===== config.mk =====
export PLATFORM = sky130hd
export DESIGN_NAME = fetch_unit
export DESIGN_NICKNAME = d
export VERILOG_FILES = /design/src/hw/fetch_pkg.sv /design/src/hw/mem_pkg.sv /design/src/hw/fetch_pc_gen.sv /design/src/hw/fetch_resp_buffer.sv /design/src/hw/fetch_unit.sv /design/src/hw/seq_num_tracker.sv
export VERILOG_INCLUDE_DIRS = /design/src /design/src/include
export SDC_FILE = /design/constraint.sdc
export NUM_CORES = 1
export LEC_CHECK = 0
export BUFFER_PORTS_ARGS = -buffer_cell sky130_fd_sc_hd__buf_2
export CORE_AREA = 2 2 261 263
export DETAILED_ROUTE_END_ITERATION = 8
export DIE_AREA = 0 0 263 265
export GPL_ROUTABILITY_DRIVEN = 0
export PLACE_DENSITY = 0.94
export SETUP_SLACK_MARGIN = 0.02
export SYNTH_ARGS = -nofsm -noshare
export SYNTH_HDL_FRONTEND = slang
export SYNTH_SLANG_ARGS = --single-unit

===== constraint.sdc =====
create_clock -name clk -period 10.2 [get_ports clk]
set_input_delay 0.51 -clock clk [delete_from_list [all_inputs] [get_ports clk]]
set_output_delay 0.51 -clock clk [all_outputs]
set_load 0.005 [all_outputs]

===== src/include/fetch_defs.svh =====
/*
 * Fetch subsystem shared defines
 * Reset PC, default widths and credit counts, and type macros for
 * structs whose width follows the sequence-number parameter
 */
`ifndef FETCH_DEFS_SVH
`define FETCH_DEFS_SVH

// --------------------------------------------------
// Reset PC and defaults
// --------------------------------------------------
`define FETCH_RESET_PC      32'h0000_0200
`define FETCH_OPAQ_BITS     8
`define FETCH_SEQ_NUM_BITS  4
`define FETCH_MEM_CREDITS   4
`define FETCH_DEC_CREDITS   2

// --------------------------------------------------
// Struct macros sized by SEQ_NUM_BITS
// --------------------------------------------------
// Fetch to decode message
`define FETCH_F2D_T(SB) \
  struct packed { \
    logic [31:0]     inst; \
    logic [31:0]     pc; \
    logic [(SB)-1:0] seq; \
  }

// Commit notification, seq only
`define FETCH_COMMIT_T(SB) \
  struct packed { \
    logic [(SB)-1:0] seq; \
  }

`endif


===== src/hw/fetch_pkg.sv =====
/*
 * Fetch package
 * PC generator states and PC sequencing constants; the decode and
 * commit struct macros come in with the shared defines
 */
`include "fetch_defs.svh"

package fetch_pkg;

  // --------------------------------------------------
  // PC sequencing
  // --------------------------------------------------
  // First fetched address
  localparam logic [31:0] FETCH_PC_RESET = `FETCH_RESET_PC;

  // One 32-bit instruction per fetch, no branches
  localparam logic [31:0] FETCH_PC_STEP = 32'd4;

  // --------------------------------------------------
  // Generator FSM
  // --------------------------------------------------
  // IDLE only while held in reset
  // RUN from the first clock after release
  typedef enum logic {
    FETCH_IDLE = 1'b0,
    FETCH_RUN  = 1'b1
  } fetch_state_e;

  // --------------------------------------------------
  // Helpers
  // --------------------------------------------------
  // Sequential next PC
  function automatic logic [31:0] fetch_pc_next(input logic [31:0] pc);
    logic [31:0] nxt;
    nxt = pc + FETCH_PC_STEP;
    return nxt;
  endfunction

endpackage


===== src/hw/mem_pkg.sv =====
/*
 * Memory port package
 * Opcode enum and request and response structs of the instruction
 * memory port
 */
`include "fetch_defs.svh"

package mem_pkg;

  // --------------------------------------------------
  // Widths
  // --------------------------------------------------
  // Opaque tag carried from request to response
  localparam int MEM_OPAQ_BITS = `FETCH_OPAQ_BITS;

  // --------------------------------------------------
  // Opcodes
  // --------------------------------------------------
  // Writes exist on the port type, fetch only reads
  typedef enum logic {
    MEM_READ  = 1'b0,
    MEM_WRITE = 1'b1
  } mem_op_e;

  // --------------------------------------------------
  // Messages
  // --------------------------------------------------
  typedef struct packed {
    mem_op_e                  op;
    logic [MEM_OPAQ_BITS-1:0] opaq;
    logic [31:0]              addr;
  } mem_req_t;

  // Data is the full instruction word
  typedef struct packed {
    logic [MEM_OPAQ_BITS-1:0] opaq;
    logic [31:0]              data;
  } mem_resp_t;

endpackage


===== src/hw/fetch_pc_gen.sv =====
/*
 * Fetch PC generator
 * Walks the PC from the reset address, issues memory reads under
 * memory credits and sequence-number availability
 */
`timescale 1ns/1ps
`include "fetch_defs.svh"

module fetch_pc_gen
  import mem_pkg::*;
  import fetch_pkg::*;
#(
  parameter int MEM_CREDITS  = `FETCH_MEM_CREDITS,
  parameter int SEQ_NUM_BITS = `FETCH_SEQ_NUM_BITS
) (
  input  logic                    clk,
  input  logic                    arst_n,
  input  logic                    mem_credit,
  input  logic                    alloc_ok,
  input  logic [SEQ_NUM_BITS-1:0] alloc_seq,
  output logic                    alloc_req,
  output logic                    mem_req_val,
  output mem_req_t                mem_req,
  output logic                    issue_val,
  output logic [31:0]             issue_pc,
  output logic [SEQ_NUM_BITS-1:0] issue_seq
);

  localparam int CRED_BITS = $clog2(MEM_CREDITS + 1);

  fetch_state_e             state_q;
  logic [31:0]              pc_q;
  logic [CRED_BITS-1:0]     cred_q;
  logic [MEM_OPAQ_BITS-1:0] req_cnt_q;
  logic                     fire;

  // --------------------------------------------------
  // Issue decision
  // --------------------------------------------------
  // Ask for a number only when a request could go out
  assign alloc_req = (state_q == FETCH_RUN) && (cred_q != '0);
  // Tracker grants in the same cycle
  assign fire = alloc_req && alloc_ok;

  assign mem_req_val  = fire;
  assign mem_req.op   = MEM_READ;
  // Tag is the low bits of the request count
  assign mem_req.opaq = req_cnt_q;
  assign mem_req.addr = pc_q;

  // Same beat goes to the response buffer
  assign issue_val = fire;
  assign issue_pc  = pc_q;
  assign issue_seq = alloc_seq;

  // --------------------------------------------------
  // FSM and PC
  // --------------------------------------------------
  always_ff @(posedge clk or negedge arst_n) begin
    if (!arst_n) begin
      state_q   <= FETCH_IDLE;
      pc_q      <= FETCH_PC_RESET;
      req_cnt_q <= '0;
    end else begin
      // Leave IDLE on the first clock after reset
      if (state_q == FETCH_IDLE) begin
        state_q <= FETCH_RUN;
      end
      if (fire) begin
        pc_q      <= fetch_pc_next(pc_q);
        req_cnt_q <= req_cnt_q + 1'b1;
      end
    end
  end

  // --------------------------------------------------
  // Memory credits
  // --------------------------------------------------
  // Return and spend may land in the same cycle
  always_ff @(posedge clk or negedge arst_n) begin
    if (!arst_n) begin
      cred_q <= CRED_BITS'(MEM_CREDITS);
    end else begin
      cred_q <= cred_q + CRED_BITS'(mem_credit) - CRED_BITS'(fire);
    end
  end

  // Memory never hands back more than it was given
  a_cred_bound: assert property (@(posedge clk) disable iff (!arst_n)
    int'(cred_q) <= MEM_CREDITS)
    else $error("fetch_pc_gen: memory credits above %0d", MEM_CREDITS);

  // A return into a full counter would wrap it
  a_cred_return: assert property (@(posedge clk) disable iff (!arst_n)
    mem_credit |-> (int'(cred_q) < MEM_CREDITS) || fire)
    else $error("fetch_pc_gen: credit returned with counter full");

endmodule


===== src/hw/fetch_resp_buffer.sv =====
/*
 * Fetch response buffer
 * Matches in-order memory responses to issued PC and sequence
 * pairs and sends them to decode under decode credits
 */
`timescale 1ns/1ps
`include "fetch_defs.svh"

module fetch_resp_buffer
  import mem_pkg::*;
#(
  parameter int MEM_CREDITS  = `FETCH_MEM_CREDITS,
  parameter int DEC_CREDITS  = `FETCH_DEC_CREDITS,
  parameter int SEQ_NUM_BITS = `FETCH_SEQ_NUM_BITS
) (
  input  logic                           clk,
  input  logic                           arst_n,
  input  logic                           issue_val,
  input  logic [31:0]                    issue_pc,
  input  logic [SEQ_NUM_BITS-1:0]        issue_seq,
  input  logic                           mem_resp_val,
  input  mem_resp_t                      mem_resp,
  input  logic                           dec_credit,
  output logic                           dec_val,
  output `FETCH_F2D_T(SEQ_NUM_BITS)      dec_msg
);

  // Ring covers every number that can be in flight
  localparam int DEPTH      = 2 ** SEQ_NUM_BITS;
  localparam int CNT_BITS   = SEQ_NUM_BITS + 1;
  localparam int DCRED_BITS = $clog2(DEC_CREDITS + 1);

  typedef `FETCH_F2D_T(SEQ_NUM_BITS) f2d_t;

  // --------------------------------------------------
  // Storage
  // --------------------------------------------------
  // One ring, two regions
  // Pending is resp_ptr..wr_ptr, waiting on memory
  // Ready is rd_ptr..resp_ptr, waiting on decode credit
  f2d_t                     entry_q [DEPTH];
  logic [SEQ_NUM_BITS-1:0]  wr_ptr_q;
  logic [SEQ_NUM_BITS-1:0]  resp_ptr_q;
  logic [SEQ_NUM_BITS-1:0]  rd_ptr_q;
  logic [CNT_BITS-1:0]      pend_cnt_q;
  logic [CNT_BITS-1:0]      rdy_cnt_q;
  logic [MEM_OPAQ_BITS-1:0] exp_tag_q;
  logic [DCRED_BITS-1:0]    dec_cred_q;

  always_ff @(posedge clk) begin
    if (issue_val) begin
      entry_q[wr_ptr_q].pc  <= issue_pc;
      entry_q[wr_ptr_q].seq <= issue_seq;
    end
    // Head of pending gets its instruction word
    if (mem_resp_val) begin
      entry_q[resp_ptr_q].inst <= mem_resp.data;
    end
  end

  // --------------------------------------------------
  // Decode side
  // --------------------------------------------------
  // Registered ready region, so one cycle after the response
  assign dec_val = (rdy_cnt_q != '0) && (dec_cred_q != '0);
  assign dec_msg = entry_q[rd_ptr_q];

  // --------------------------------------------------
  // Pointers, counts, credits
  // --------------------------------------------------
  always_ff @(posedge clk or negedge arst_n) begin
    if (!arst_n) begin
      wr_ptr_q   <= '0;
      resp_ptr_q <= '0;
      rd_ptr_q   <= '0;
      pend_cnt_q <= '0;
      rdy_cnt_q  <= '0;
      exp_tag_q  <= '0;
      dec_cred_q <= DCRED_BITS'(DEC_CREDITS);
    end else begin
      if (issue_val) begin
        wr_ptr_q <= wr_ptr_q + 1'b1;
      end
      // Responses come back in request order
      if (mem_resp_val) begin
        resp_ptr_q <= resp_ptr_q + 1'b1;
        exp_tag_q  <= exp_tag_q + 1'b1;
      end
      if (dec_val) begin
        rd_ptr_q <= rd_ptr_q + 1'b1;
      end
      pend_cnt_q <= pend_cnt_q + CNT_BITS'(issue_val) - CNT_BITS'(mem_resp_val);
      rdy_cnt_q  <= rdy_cnt_q + CNT_BITS'(mem_resp_val) - CNT_BITS'(dec_val);
      dec_cred_q <= dec_cred_q + DCRED_BITS'(dec_credit) - DCRED_BITS'(dec_val);
    end
  end

  // --------------------------------------------------
  // Checks
  // --------------------------------------------------
  // Response must belong to the oldest pending request
  a_tag_match: assert property (@(posedge clk) disable iff (!arst_n)
    mem_resp_val |-> (pend_cnt_q != '0) && (mem_resp.opaq == exp_tag_q))
    else $error("fetch_resp_buffer: tag %0h, expected %0h",
                mem_resp.opaq, exp_tag_q);

  // Memory credits bound the pending region
  a_pend_bound: assert property (@(posedge clk) disable iff (!arst_n)
    int'(pend_cnt_q) <= MEM_CREDITS)
    else $error("fetch_resp_buffer: pending region overflow");

  // Sequence space bounds the whole ring
  a_ring_bound: assert property (@(posedge clk) disable iff (!arst_n)
    (int'(pend_cnt_q) + int'(rdy_cnt_q)) <= DEPTH)
    else $error("fetch_resp_buffer: ring overflow");

endmodule


===== src/hw/fetch_unit.sv =====
/*
 * Instruction fetch unit
 * Connects the PC generator, sequence number tracker and
 * response buffer
 */
`timescale 1ns/1ps
`include "fetch_defs.svh"

module fetch_unit
  import mem_pkg::*;
#(
  parameter int SEQ_NUM_BITS = `FETCH_SEQ_NUM_BITS,
  parameter int MEM_CREDITS  = `FETCH_MEM_CREDITS,
  parameter int DEC_CREDITS  = `FETCH_DEC_CREDITS
) (
  input  logic                           clk,
  input  logic                           arst_n,
  // Memory port
  output logic                           mem_req_val,
  output mem_req_t                       mem_req,
  input  logic                           mem_credit,
  input  logic                           mem_resp_val,
  input  mem_resp_t                      mem_resp,
  // Decode port
  output logic                           dec_val,
  output `FETCH_F2D_T(SEQ_NUM_BITS)      dec_msg,
  input  logic                           dec_credit,
  // Commit notifications
  input  logic                           commit_val,
  input  `FETCH_COMMIT_T(SEQ_NUM_BITS)   commit_msg
);

  // --------------------------------------------------
  // Internal links
  // --------------------------------------------------
  logic                    alloc_req;
  logic                    alloc_ok;
  logic [SEQ_NUM_BITS-1:0] alloc_seq;
  logic                    issue_val;
  logic [31:0]             issue_pc;
  logic [SEQ_NUM_BITS-1:0] issue_seq;

  // PC walk and request issue
  fetch_pc_gen #(
    .MEM_CREDITS  (MEM_CREDITS),
    .SEQ_NUM_BITS (SEQ_NUM_BITS)
  ) pc_gen_i (
    .clk         (clk),
    .arst_n      (arst_n),
    .mem_credit  (mem_credit),
    .alloc_ok    (alloc_ok),
    .alloc_seq   (alloc_seq),
    .alloc_req   (alloc_req),
    .mem_req_val (mem_req_val),
    .mem_req     (mem_req),
    .issue_val   (issue_val),
    .issue_pc    (issue_pc),
    .issue_seq   (issue_seq)
  );

  // Sequence number allocation and commit release
  seq_num_tracker #(
    .SEQ_NUM_BITS (SEQ_NUM_BITS)
  ) tracker_i (
    .clk        (clk),
    .arst_n     (arst_n),
    .alloc_req  (alloc_req),
    .alloc_ok   (alloc_ok),
    .alloc_seq  (alloc_seq),
    .commit_val (commit_val),
    .commit_msg (commit_msg)
  );

  // Response pairing and decode delivery
  fetch_resp_buffer #(
    .MEM_CREDITS  (MEM_CREDITS),
    .DEC_CREDITS  (DEC_CREDITS),
    .SEQ_NUM_BITS (SEQ_NUM_BITS)
  ) resp_buf_i (
    .clk          (clk),
    .arst_n       (arst_n),
    .issue_val    (issue_val),
    .issue_pc     (issue_pc),
    .issue_seq    (issue_seq),
    .mem_resp_val (mem_resp_val),
    .mem_resp     (mem_resp),
    .dec_credit   (dec_credit),
    .dec_val      (dec_val),
    .dec_msg      (dec_msg)
  );

endmodule


===== src/hw/seq_num_tracker.sv =====
/*
 * Sequence number tracker
 * Hands out sequence numbers in wrapping order and frees the
 * oldest one on each commit
 */
`timescale 1ns/1ps
`include "fetch_defs.svh"

module seq_num_tracker #(
  parameter int SEQ_NUM_BITS = `FETCH_SEQ_NUM_BITS
) (
  input  logic                              clk,
  input  logic                              arst_n,
  input  logic                              alloc_req,
  output logic                              alloc_ok,
  output logic [SEQ_NUM_BITS-1:0]           alloc_seq,
  input  logic                              commit_val,
  input  `FETCH_COMMIT_T(SEQ_NUM_BITS)      commit_msg
);

  localparam int DEPTH    = 2 ** SEQ_NUM_BITS;
  localparam int CNT_BITS = SEQ_NUM_BITS + 1;

  logic [SEQ_NUM_BITS-1:0] alloc_ptr_q;
  logic [SEQ_NUM_BITS-1:0] free_ptr_q;
  logic [CNT_BITS-1:0]     count_q;
  logic                    full;

  // --------------------------------------------------
  // Allocation
  // --------------------------------------------------
  // All numbers in flight once count hits DEPTH
  assign full      = (count_q == CNT_BITS'(DEPTH));
  assign alloc_ok  = alloc_req && !full;
  assign alloc_seq = alloc_ptr_q;

  // --------------------------------------------------
  // Pointers and occupancy
  // --------------------------------------------------
  always_ff @(posedge clk or negedge arst_n) begin
    if (!arst_n) begin
      alloc_ptr_q <= '0;
      free_ptr_q  <= '0;
      count_q     <= '0;
    end else begin
      // Pointers wrap on their own width
      if (alloc_ok) begin
        alloc_ptr_q <= alloc_ptr_q + 1'b1;
      end
      // In-order commit frees the oldest
      if (commit_val) begin
        free_ptr_q <= free_ptr_q + 1'b1;
      end
      count_q <= count_q + CNT_BITS'(alloc_ok) - CNT_BITS'(commit_val);
    end
  end

  // --------------------------------------------------
  // Checks
  // --------------------------------------------------
  // Commit source must follow decode order
  a_commit_oldest: assert property (@(posedge clk) disable iff (!arst_n)
    commit_val |-> (count_q != '0) && (commit_msg.seq == free_ptr_q))
    else $error("seq_num_tracker: commit seq %0d, oldest %0d, in flight %0d",
                commit_msg.seq, free_ptr_q, count_q);

endmodule


==> flow_summary_export.csv <==
group,metric,value,unit
sta,fin_crit,5.02,ns
setup_path,cp_slowest_stage_delay,0.87,ns
setup_path,cp_cell_sequence,"buf_4 > buf_4 > mux4_2 > a22oi_1 > nand2_1 > buf_2",
route,drt-total-wl,110,mm
floorplanning,io-pin-count,161,
setup_path,crit_start,"resp_buf_i.rd_ptr_q[0]",
finish,drive_gt1_share,29.0,%
placement,numPortBuffers,143,
power_and_ir_drop,p_int,9.40,mW
clock_tree,clk_latency,0.69,ns
route,firstDrtPassIters,6,
clock_tree,cts_setup_buffers,0,
setup_path,required,9.69,ns
logic_synthesis,ys.flop_type,"edfxtp_1",
global_routing,grt_overflow_total,0,
floorplanning,initial_core_util,64.5,%
setup_path,crit_slowest_cell,"buf_4",
logic_synthesis,syn_inst,1960,
setup_path,crit_fanout,50,
setup_path,worst-endpoint-arrival,4.51,ns
sta,finalHoldViolCount,0,
route,viasPerCell,7.15,
floorplanning,coreArea,66800,um2
clock_tree,clkTransAtPathRegs,0.07,ns
sta,slew_viol_final,0,
route,dr.first_iter.drc_count,3464,
clock_tree,htreeDepth,3,
finish,fillers,3418,
logic_synthesis,synth_cell_types,40,
setup_path,cp-end-kind,"output pin",
route,vias,22200,
clock_tree,root_buffer,"clkbuf_16",
logic_synthesis,async_flop_share,6.22,%
power_and_ir_drop,switchingPower,4.31,mW
route,routedWlPerCell,35.4,um
floorplanning,rows,95,
power_and_ir_drop,p_sw_share,31.4,%
sta,final.setup.tns,0,ns
logic_synthesis,synth_seq_cells,1126,
clock_tree,post_cts_resized,0,
power_and_ir_drop,leakagePower,16.3,nW
logic_synthesis,synth_warnings,0,
sta,setup_viol,0,
finish,final_common_cell,"edfxtp_1",
setup_path,r2r-start,"tracker_i.count_q[2]",
floorplanning,fp.dieH,265,um
sta,fin_crit_sh,49.2,%
logic_synthesis,synth_edf_count,1056,
power_and_ir_drop,comb_power_share,26.8,%
placement,dp_hpwl,51.1,mm
sta,finClkSkew,0.0528,ns
placement,place_area,44700,um2
sta,rsz0062_at_grt,"false",
clock_tree,cts_hold_buf,0,
setup_path,cp-start-kind,"register",
setup_path,r2r_cells,9,
route,ant_nets,0,
clock_tree,cts_tree,"done",
power_and_ir_drop,p_per_area,284,nW/um2
sta,fmax,199,MHz
setup_path,path_buf_inv,3,
power_and_ir_drop,power_frac_clock,29.3,%
setup_path,crit_family,"buffers and inverters",
floorplanning,dieArea,69700,um2
flow_run,max_cap_violations,0,
setup_path,r2r-end,"resp_buf_i.entry_q[14][29]",
global_routing,grt_pass1_wl,159,mm
sta,maxSlewHeadroom,14.7,%
outcome,status,"finished, final reports clean",
logic_synthesis,ys_seq_area_share,77.7,%
finish,finalInstanceArea,48200,um2
finish,final_util,72.2,%
finish,areaGrowthSynthToFinish,11.9,%
global_routing,antenna_found_initial,4,
global_routing,grt_pass1_vias,23300,
worst_hold_path,hp-class,"input pin to async pin",
setup_path,path_common_cell,"buf_4",
logic_synthesis,syn_area,43100,um2
sta,worst_pin_slew,1.28,ns
finish,layout_common_cells,"1,056 x edfxtp_1, 264 x mux4_2, 142 x buf_2",
floorplanning,die_w,263,um
finish,layout.nets,2221,
clock_tree,clk_path_buf_depth,3,
global_routing,grt_max_degree,140,
setup_path,worst-r2r-setup-slack,6.78,ns
route,drcViolationCount,0,
power_and_ir_drop,max-vdd-ir-drop,0.220,mV
power_and_ir_drop,p_seq_share,43.9,%
global_routing,track_usage,32.0,%
clock_tree,cts_buffers,105,
logic_synthesis,syn_area_per_cell,22.0,um2
clock_tree,clock_sinks,1126,
setup_path,criticalPathCategory,"register to output pin",
## power by group through the flow
stage               Clock [mW]  Combinational [mW]  Sequential [mW]
floorplan                    0                2.49             5.87
global placement             0                3.37             6.00
detailed placement           0                3.55             6.08
CTS                       4.02                3.66             6.01
global route              4.17                3.86             6.06
finish                    4.01                3.68             6.02
## routing by layer
metal | GRT usage [%] | vias to the layer above | routed length [um]
met2 | 55.2 | 1920 | 57500
met1 | 39.2 | 11400 | 34800
met5 | 0 | - | 13
li1 | - | 8491 | -
met4 | 15.3 | 2 | 5450
met3 | 6.76 | 368 | 12200
## flip-flops by register name, indices dropped and copies added (netlist names)
signal                 flops
resp_buf_i.entry_q      1056
resp_buf_i.resp_ptr_q      4
resp_buf_i.dec_cred_q      2
tracker_i.alloc_seq        4
tracker_i.count_q          5
resp_buf_i.wr_ptr_q        4
resp_buf_i.rdy_cnt_q       5
pc_gen_i.state_q           1
pc_gen_i.req_cnt_q         8
pc_gen_i.cred_q            3
pc_gen_i.issue_pc         30
resp_buf_i.rd_ptr_q        4
## worst reg2reg max path: cells and delay by family, from the launching register on
family	cells	cell delay, ns
AND/OR/NAND/NOR	4	1.21
flip-flops	1	0.37
buffers and inverters	4	1.28
adder cells (fa/ha/maj)	1	0.20
## Yosys cell counts (2+ instances only)
| cell | number | area (um2) |
|---|---|---|
| a21o_1 | 2 | 15.0 |
| a21oi_1 | 4 | 20.0 |
| a22oi_1 | 132 | 991 |
| and2_1 | 32 | 200 |
| and3_1 | 12 | 75.1 |
| buf_1 | 14 | 52.6 |
| buf_2 | 22 | 110 |
| buf_4 | 8 | 60.1 |
| buf_6 | 13 | 146 |
| clkbuf_1 | 47 | 176 |
| conb_1 | 2 | 7.51 |
| dfrtp_1 | 67 | 1680 |
| dfstp_2 | 3 | 78.8 |
| edfxtp_1 | 1056 | 31700 |
| fa_1 | 3 | 60.1 |
| ha_1 | 26 | 325 |
| inv_1 | 22 | 82.6 |
| mux4_2 | 264 | 5950 |
| nand2_1 | 95 | 357 |
| nand3_1 | 11 | 55.1 |
| nand4_1 | 28 | 175 |
| nand4b_1 | 3 | 26.3 |
| nor2_1 | 12 | 45.0 |
| nor2b_1 | 2 | 12.5 |
| nor3_1 | 3 | 15.0 |
| nor3b_1 | 3 | 22.5 |
| o21ai_0 | 3 | 15.0 |
| or3_1 | 2 | 12.5 |
| xnor2_1 | 52 | 455 |
| xor2_1 | 7 | 61.3 |
## cell type report
type                    count  area (um2)  share of cell area (%)
flip-flops and latches   1126       33500                    69.4
multi-input cells         711        9090                    18.8
clock buffers             122        2750                    5.70
well taps                 873        1090                    2.26
repair buffers            175         971                    2.01
clock inverters            74         757                    1.57
inverters                  23        86.3                   0.179
diodes                      4        10.0                  0.0208
## through the flow
stage | power [mW] | setup WS, ns | std cells | hold WS, ns
global route | 14.1 | 4.80 | 3106 | 0.0687
global placement | 9.37 | 5.92 | 2908 | 0.455
CTS | 13.7 | 5.04 | 3104 | 0.00485
finish | 13.7 | 5.18 | 3108 | 0.00354
floorplan | 8.36 | 6.63 | 1964 | 0.214
detailed placement | 9.62 | 5.81 | 2908 | 0.466
## worst max-delay path by stage
stage          slack (ns)  depth (start not counted)                    endpoint
6_report             5.18                          6                 dec_msg[19]
4_1_cts              5.04                          6                 dec_msg[18]
2_1_floorplan        6.63                          3  resp_buf_i.entry_q[11][36]
5_1_grt              4.80                          6                 dec_msg[18]
3_5_place_dp         5.81                          6                 dec_msg[19]
3_3_place_gp         5.92                          6                 dec_msg[20]
## logic make-up (layout without fill, tap and decap cells)
kind of cell / Yosys count / in the layout / share of synthesized area [%]
simple gates: 209 / 209 / 2.49
mux: 265 / 265 / 13.8
other cells: 2 / 10 / 0.0174
xor+xnor: 59 / 59 / 1.20
fa+ha+maj: 29 / 29 / 0.894
buf+inv: 127 / 394 / 1.47
compound gates: 143 / 143 / 2.44
flops: 1126 / 1126 / 77.7
No activity file was read; power rests on OpenSTA's default activity.
